**src/adder_types_pkg.sv**
```systemverilog
package adder_types_pkg;

        // operand width of the adder
        localparam int data_w = 64;

        // one operand set as presented at the input
        typedef struct packed {
                logic [data_w-1:0] a;
                logic [data_w-1:0] b;
                logic              cin;
        } operand_t;

        // per-bit propagate and generate
        // position 0 carries the carry-in and position i+1 belongs to operand bit i
        typedef struct packed {
                logic [data_w:0] p;
                logic [data_w:0] g;
        } pg_t;

        // registered adder output
        typedef struct packed {
                logic [data_w-1:0] sum;
                logic              cout;
        } result_t;

endpackage
```
**src/prefix_net_pkg.sv**
```systemverilog
package prefix_net_pkg;

        // kogge-stone levels on the odd positions
        // the brent-kung level already covers span 1 so one level fewer than log2
        localparam int ks_levels = $clog2(adder_types_pkg::data_w) - 1;

        // bit distance combined at kogge-stone level n counting from 1
        function automatic int ks_span(input int n);
                int span;
                span = 1;
                for (int k = 0; k < n; k++) begin
                        span = span * 2;
                end
                return span;
        endfunction

        // lowest odd position that still finds a partner at level n
        // position 1 holds a complete prefix once the brent-kung level is done
        function automatic int ks_first(input int n);
                return ks_span(n) + 1;
        endfunction

        // odd positions take part in the kogge-stone levels while even ones wait
        function automatic bit is_odd(input int pos);
                return (pos % 2) == 1;
        endfunction

endpackage

```
**src/hc_adder.sv**
```systemverilog
`timescale 1ns/1ps

module hc_adder (
        input  logic                       clk,
        input  logic                       rst_n,
        input  logic                       in_valid,
        input  adder_types_pkg::operand_t  operand,
        output adder_types_pkg::result_t   result,
        output logic                       out_valid
);

        import adder_types_pkg::*;

        pg_t               pg;
        logic              pg_valid;
        logic [data_w-1:0] grp_g;

        // operand register and p/g forming
        pg_capture pg_capture_i (
                .clk      (clk),
                .rst_n    (rst_n),
                .in_valid (in_valid),
                .operand  (operand),
                .pg       (pg),
                .pg_valid (pg_valid)
        );

        // prefix tree between the two registers
        han_carlson_tree han_carlson_tree_i (
                .pg    (pg),
                .grp_g (grp_g)
        );

        // sum and carry-out register
        sum_register sum_register_i (
                .clk       (clk),
                .rst_n     (rst_n),
                .pg        (pg),
                .pg_valid  (pg_valid),
                .grp_g     (grp_g),
                .result    (result),
                .out_valid (out_valid)
        );

endmodule

```
**src/sum_register.sv**
```systemverilog
`timescale 1ns/1ps

module sum_register (
        input  logic                                clk,
        input  logic                                rst_n,
        input  adder_types_pkg::pg_t                pg,
        input  logic                                pg_valid,
        input  logic [adder_types_pkg::data_w-1:0]  grp_g,
        output adder_types_pkg::result_t            result,
        output logic                                out_valid
);

        import adder_types_pkg::*;

        result_t result_d;

        // grp_g[i] is the carry into operand bit i
        always_comb begin
                result_d.sum  = pg.p[data_w:1] ^ grp_g;
                result_d.cout = pg.g[data_w] | (pg.p[data_w] & grp_g[data_w-1]);
        end

        always_ff @(posedge clk) begin
                if (!rst_n) begin
                        out_valid <= 1'b0;
                end else begin
                        out_valid <= pg_valid;
                end
        end

        always_ff @(posedge clk) begin
                if (pg_valid) begin
                        result <= result_d;
                end
        end

endmodule

```
**src/han_carlson_tree.sv**
```systemverilog
`timescale 1ns/1ps

module han_carlson_tree (
        input  adder_types_pkg::pg_t                pg,
        output logic [adder_types_pkg::data_w-1:0]  grp_g
);

        import adder_types_pkg::*;
        import prefix_net_pkg::*;

        // index 0 is the brent-kung level and index n the n-th kogge-stone level
        logic [ks_levels:0][data_w-1:0] gg;
        logic [ks_levels:0][data_w-1:0] gp;

        // brent-kung level
        // each odd position absorbs its even neighbour
        for (genvar i = 0; i < data_w; i++) begin : g_bk
                if (is_odd(i)) begin : g_cell
                        assign gg[0][i] = pg.g[i] | (pg.p[i] & pg.g[i-1]);
                        assign gp[0][i] = pg.p[i] & pg.p[i-1];
                end else begin : g_pass
                        assign gg[0][i] = pg.g[i];
                        assign gp[0][i] = pg.p[i];
                end
        end

        // kogge-stone levels on odd positions only
        for (genvar n = 1; n <= ks_levels; n++) begin : g_ks
                localparam int span = ks_span(n);

                for (genvar i = 0; i < data_w; i++) begin : g_bit
                        if (is_odd(i) && i >= ks_first(n)) begin : g_cell
                                assign gg[n][i] = gg[n-1][i] |
                                                  (gp[n-1][i] & gg[n-1][i-span]);
                                assign gp[n][i] = gp[n-1][i] & gp[n-1][i-span];
                        end else begin : g_pass
                                // even positions and low odd positions ride through
                                assign gg[n][i] = gg[n-1][i];
                                assign gp[n][i] = gp[n-1][i];
                        end
                end
        end

        // fix-up level
        // each even position picks up the finished carry from the odd one below
        for (genvar i = 0; i < data_w; i++) begin : g_fix
                if (!is_odd(i) && i > 0) begin : g_even
                        assign grp_g[i] = gg[ks_levels][i] |
                                          (gp[ks_levels][i] & gg[ks_levels][i-1]);
                end else begin : g_keep
                        // position 0 is the carry-in itself
                        assign grp_g[i] = gg[ks_levels][i];
                end
        end

endmodule

```
**src/pg_capture.sv**
```systemverilog
`timescale 1ns/1ps

module pg_capture (
        input  logic                       clk,
        input  logic                       rst_n,
        input  logic                       in_valid,
        input  adder_types_pkg::operand_t  operand,
        output adder_types_pkg::pg_t       pg,
        output logic                       pg_valid
);

        import adder_types_pkg::*;

        pg_t pg_d;

        // bit 0 is the carry-in term and only ever generates
        always_comb begin
                pg_d.p = {operand.a ^ operand.b, 1'b0};
                pg_d.g = {operand.a & operand.b, operand.cin};
        end

        always_ff @(posedge clk) begin
                if (!rst_n) begin
                        pg_valid <= 1'b0;
                end else begin
                        pg_valid <= in_valid;
                end
        end

        // payload loads only with a strobe
        always_ff @(posedge clk) begin
                if (in_valid) begin
                        pg <= pg_d;
                end
        end

endmodule

```
**config.mk**
```make
export PLATFORM = sky130hd
export DESIGN_NAME = hc_adder
export DESIGN_NICKNAME = d
export VERILOG_FILES = /design/src/adder_types_pkg.sv /design/src/prefix_net_pkg.sv /design/src/hc_adder.sv /design/src/sum_register.sv /design/src/han_carlson_tree.sv /design/src/pg_capture.sv
export SDC_FILE = /design/constraint.sdc
export NUM_CORES = 1
export LEC_CHECK = 0
export ABC_AREA = 1
export BUFFER_PORTS_ARGS = -buffer_cell sky130_fd_sc_hd__buf_4
export CORE_MARGIN = 2
export CORE_UTILIZATION = 50
export DETAILED_ROUTE_END_ITERATION = 6
export GPL_TIMING_DRIVEN = 0
export HOLD_SLACK_MARGIN = 0.05
export PLACE_DENSITY = 0.74
export SYNTH_ARGS = -nofsm -noshare
export SYNTH_HDL_FRONTEND = slang
export SYNTH_SLANG_ARGS = --single-unit
```
**constraint.sdc**
```tcl
create_clock -name clk -period 2.8 [get_ports clk]
set_clock_uncertainty 0.05 [all_clocks]
set_input_delay 0.42 -clock clk [delete_from_list [all_inputs] [get_ports clk]]
set_output_delay 0.42 -clock clk [all_outputs]
set_load 0.01 [all_outputs]
```
==> out/metrics.yaml, run 1 <==
cts:
  cts_resized: 0
  ctsRootBufferMaster: "clkbuf_16"
  cts_max_path_buffers: 2
  clock-sinks: 196
  cts_buffers: 17
  h-tree-depth: 4
  clkTransAtPathRegs_ps: 70
  insertion_delay_ps: 440
  tritoncts: "built"
  ctsHoldBuffers: 0
  cts_setup_buffers: 0
synthesis:
  synth_edf_count: 194
  synth.cell_area_um2: 9690
  syn_avg_cell_area_um2: 10.9
  synth_area_leaders: "edfxtp_1 (60%), ha_1 (13%), nand2_1 (10%)"
  yosysMostFrequentCell: "nand2_1"
  synth_cell_types: 23
  netlist_top_cells_count: "nand2_1 (259), edfxtp_1 (194), inv_1 (137)"
  ys.flop_type: "edfxtp_1"
  syn_inst: 892
  yosys.area.top_type: "edfxtp_1"
  synth.ff_latch_count: 196
  ys_warn_count: 0
  postSynth.asyncResetShare_pct: 0
  ys_seq_area_share_pct: 60.6
  synth_nets: 1121
  synth_top_area_share_pct: 60.1
power:
  vdd_drop_max_mv: 0.434
  powerDensity_nw_per_um2: 607
  p_leak_nw: 5.61
  power_mw: 7.36
setup_path:
  crit_chain: "ha_1 -> inv_1 -> nand2_1 -> nand2_1 -> nand2_2 -> nand2_2 -> nand2_2 -> nand2_1 -> nand2_2 -> nand2_2 -> nand2_2 -> nand2_1 -> nand2_1 -> ha_1 -> nor2_1 -> xnor2_1"
  cp-end-kind: "register"
  worst_setup_path_start_kind: "register"
  required_ps: 2930
  cpMaxStageDelayCell: "edfxtp_1"
  cp_top_family: "simple AND/OR/NAND/NOR gates"
  cp-startpoint: "pg_capture_i.pg[0]"
  critical_path_arrival_ps: 2520
  cpMostUsedCell: "nand2_2"
  cp_max_fo: 4
  crit_path_max_incr_delay_ps: 370
  worstSetupPathType: "reg2reg"
  crit_buf_inv: 1
  rr_startpoint: "pg_capture_i.pg[0]"
global_routing:
  grt_overflow_total: 0
  grt_first_pass_wirelength_um: 31400
  grt.total_usage_pct: 20.4
  grt_max_degree: 72
  antenna_found_initial: 0
  grt_pass1_vias: 6463
cells_and_area:
  antenna_cells: 0
  fin_area_um2: 12100
  multi_input_comb_area_um2: 3280
  syn2layout_area_growth_pct: 25.2
  drive_gt1_share_pct: 24.4
  fill_cells: 1519
  seq_area_um2: 5870
  fin_nets: 1339
sta:
  slew_headroom_pct: 61.2
  rsz0062_at_grt: "no"
  finalHoldViolCount: 0
  timing.final.crit_share_pct: 85.4
  setup_slack_ps: 409
  tightest_slew_ps: 582
  fmax_mhz: 418
  drv_slew: 0
  fin_crit_ps: 2390
  setup_viol: 0
  setup_tns_ps: 0
detailed_routing:
  antenna_left: 0
  dr.pass1.iters: 5
  drc: 0
  via_per_inst: 4.80
  vias: 6639
  drt-initial-drc-count: 432
  wire_per_inst_um: 14.7
  drt-total-wl_um: 20300
placed_design:
  place_area_um2: 11500
  dp_hpwl_um: 15800
  io_buffers: 197
  dp_slack_ps: 454
  routabilityCongestion: 0.901
floorplan:
  die-area_um2: 20500
  start_util_pct: 51.4
  coreArea_um2: 18800
  io_pins: 198
  fp.dieW_um: 143
  std_cell_rows: 50
  die_h_um: 143
outcome:
  status: "complete, no violations"
job:
  maxCapViolCount: 0
min_path:
  hold_path_class: "in2reg"
  worstHoldStart: "operand[0]"
worst register-to-register path, stage by stage (launching register included):
cell and delay [ps]:
edfxtp_1 370, ha_1 200, inv_1 50, nand2_1 120, nand2_1 100, nand2_2 80, nand2_2 80, nand2_2 100
nand2_1 90, nand2_2 90, nand2_2 70, nand2_2 100, nand2_1 80, nand2_1 120, ha_1 240, nor2_1 130
xnor2_1 90
stage by stage:
step,hold slack [ps],utilization (%),cells
floorplan,429,-,892
global placement,434,61.0,1349
CTS,95.0,64.4,1383
global route,94.8,64.4,1383
finish,113,64.4,1383
detailed placement,450,61.3,1351
layer usage:
metal	GRT usage, %	vias to the layer above	routed length (um)	part of all wire (%)
li1	-	3340	-	-
met1	27.4	3065	8780	43
met2	33.6	213	9920	49
met3	3.82	21	1290	6.3
met4	6.51	0	317	1.6
met5	0	-	0	0
cell type report:
type / instances / area share (%)
Timing Repair Buffer: 199 / 12.6
Sequential cell: 196 / 48.4
Multi-Input combinational cell: 553 / 27.1
Clock buffer: 19 / 3.57
Clock inverter: 13 / 1.24
Inverter: 143 / 4.43
Tap cell: 260 / 2.68
cell usage in the layout, fill, tap and decap left out, types with 17 or more instances in the layout:
cell	netlist	final
buf_4	0	196
nand2_1	259	259
clkbuf_16	0	17
nand2_2	18	18
xnor2_1	31	31
ha_1	97	97
nor2_1	76	76
inv_1	137	137
a21oi_1	23	23
edfxtp_1	194	194
cell families after synthesis:
family	Yosys count	synth area share (%)
adders and majority gates	97	12.5
AOI/OAI and AO/OA	26	1.34
xor gates and xnor gates	31	2.80
DFF	196	60.6
buffers and inverters	143	5.54
and+or+nand+nor	399	17.2
worst paths after layout:
kind	to	slack (ps)	depth (start not counted)
setup / recovery	sum_register_i.result[45]	410	16
hold / removal	pg_capture_i.pg[0]	110	1
setup reg to reg	sum_register_i.result[45]	410	16
hold reg to reg	sum_register_i.result[0]	470	1
flip-flops by register name (all words and copies together) (netlist names):
register and flops:
pg_capture_i.pg 129, sum_register_i.out_valid 1, sum_register_i.result 65, pg_capture_i.pg_valid 1
power breakdown:
group	switching, mW	internal (mW)
clock network	1.11	1.33
logic	0.635	0.531
registers	0.151	3.61
total	1.89	5.47
(Power assumes the default switching activity.)
==> run 2: changes to the inputs <==
CORE_MARGIN = 1   (was 2)
==> out/metrics.yaml, run 2 (synthesis gave the netlist of run 1 again) <==
cells_and_area:
  fin_nets: 1339
  mostFrequentLayoutCell: "nand2_1"
  final_cell_mix: "nand2_1 (259), buf_4 (196), edfxtp_1 (194)"
  regMostFlops: "pg_capture_i.pg"
  largest_reg_flops: 129
  fill_cells: 1465
  drive_gt1_share_pct: 24.4
  syn2layout_area_growth_pct: 25.2
  antenna_cells: 0
  reg.largest.list: "pg_capture_i.pg x129, sum_register_i.result x65"
global_routing:
  grt_pass1_vias: 6509
  grtUsageMet3_pct: 3.94
  grt.total_usage_pct: 20.7
  grt_first_pass_wirelength_um: 31100
  grt_max_degree: 69
  antenna_found_initial: 0
  busiest_layer: "met2"
  grt_util_met2_pct: 34.4
  use_met1_pct: 27.4
  grt_overflow_total: 0
placed_design:
  dp_hpwl_um: 15200
  dp_slack_ps: 455
  routabilityCongestion: 0.896
  io_buffers: 197
cts:
  cts_setup_buffers: 0
  h-tree-depth: 4
  cts_max_path_buffers: 2
  tritoncts: "built"
  cts_resized: 0
  clock-sinks: 196
  clkTransAtPathRegs_ps: 70
  ctsHoldBuffers: 0
  cts_buffers: 17
  insertion_delay_ps: 430
  ctsRootBufferMaster: "clkbuf_16"
detailed_routing:
  drt-total-wl_um: 19500
  drt-initial-drc-count: 400
  via_per_inst: 4.78
  drc: 0
  vias: 6612
  antenna_left: 0
  wire_per_inst_um: 14.1
  dr.pass1.iters: 4
setup_path:
  reg2reg_slack_ps: 480
  r2r_end: "sum_register_i.result[0]"
  rr_startpoint: "pg_capture_i.pg[66]"
  critical_path_arrival_ps: 2440
  cp_max_fo: 4
  required_ps: 2930
  worstSetupPathType: "reg2reg"
  worst_setup_path_start_kind: "register"
  r2r_cells: 15
  cp-startpoint: "pg_capture_i.pg[66]"
  cp-end-kind: "register"
  endpoint: "sum_register_i.result[0]"
sta:
  setup_viol: 0
  setup_tns_ps: 0
  slew_headroom_pct: 60.0
  fmax_mhz: 431
  fin_crit_ps: 2320
  drv_slew: 0
  rsz0062_at_grt: "no"
  setup_slack_ps: 482
  timing.final.crit_share_pct: 82.8
  whs_ps: 119
  tightest_slew_ps: 600
  finalHoldViolCount: 0
floorplan:
  coreArea_um2: 18800
  fp.dieW_um: 141
  die_h_um: 141
  std_cell_rows: 50
  io_pins: 198
  die-area_um2: 19900
  start_util_pct: 51.4
power:
  p_leak_nw: 5.61
  pwr-share-comb_pct: 15.6
  powerDensity_nw_per_um2: 605
  vdd_drop_max_mv: 0.442
  switchingPower_mw: 1.87
  internal-power_mw: 5.47
  power_frac_clock_pct: 33.1
  p_sw_share_pct: 25.5
  power_mw: 7.34
  seqPwrFrac_pct: 51.2
min_path:
  whs_path_depth: 1
  hold_path_class: "in2reg"
job:
  maxCapViolCount: 0
outcome:
  status: "complete, no violations"
## run 2: changes by cell type in the layout (fill, tap and decap cells not counted)
cell      before  now
clkinv_4       3    1
clkinv_2       1    2
clkinv_1       1    2
clkbuf_1       2    1
inv_8          1    2
## run 2: power by group through the flow
| stage | registers [mW] | logic [mW] | clock network [mW] |
|---|---|---|---|
| final | 3.76 | 1.15 | 2.43 |
| after global routing | 3.79 | 1.30 | 2.58 |
| after global placement | 3.84 | 1.10 | 0 |
| after floorplan | 3.85 | 0.539 | 0 |
| after CTS | 3.76 | 1.16 | 2.48 |
| after detailed placement | 3.82 | 1.15 | 0 |
## run 2: through the flow
stage	area, um2	cells	utilization, %
after CTS	12100	1383	64.4
after global placement	11500	1349	61.0
after detailed placement	11500	1351	61.3
after floorplan	9690	892	-
after global routing	12100	1383	64.4
final	12100	1383	64.4
## run 2: worst max-delay path: stages (launching register included)
cell      delay [ps]
edfxtp_1         380
ha_1             190
inv_1             50
nand2_1          120
nand2_1          110
nand2_2           80
nand2_2           70
nand2_2           90
nand2_1           90
nand2_2           70
nand2_2           60
nand2_2           90
nand2_1           70
nand2_1           80
ha_1             200
or2_2            290
## run 2: area by class of cell
class / count / area [um2] / area share, %
Clock buffer: 18 / 429 / 3.54
Clock inverter: 14 / 153 / 1.26
Inverter: 143 / 537 / 4.43
Multi-Input combinational cell: 553 / 3280 / 27.1
Sequential cell: 196 / 5870 / 48.4
Tap cell: 260 / 325 / 2.68
Timing Repair Buffer: 199 / 1530 / 12.6
## run 2: worst min-delay path by stage
stage | slack [ps] | from | to
after floorplan | 430 | pg_capture_i.pg[64] | sum_register_i.result[0]
after global placement | 430 | pg_capture_i.pg[64] | sum_register_i.result[0]
after detailed placement | 450 | pg_capture_i.pg[64] | sum_register_i.result[0]
after CTS | 100 | operand[0] | pg_capture_i.pg[0]
after global routing | 100 | operand[0] | pg_capture_i.pg[0]
final | 120 | operand[0] | pg_capture_i.pg[0]
## run 2: routing by layer
metal | vias to the layer above | routed length, um
li1 | 3351 | -
met1 | 3048 | 8750
met2 | 193 | 9270
met3 | 20 | 1150
met4 | 0 | 284
met5 | - | 0
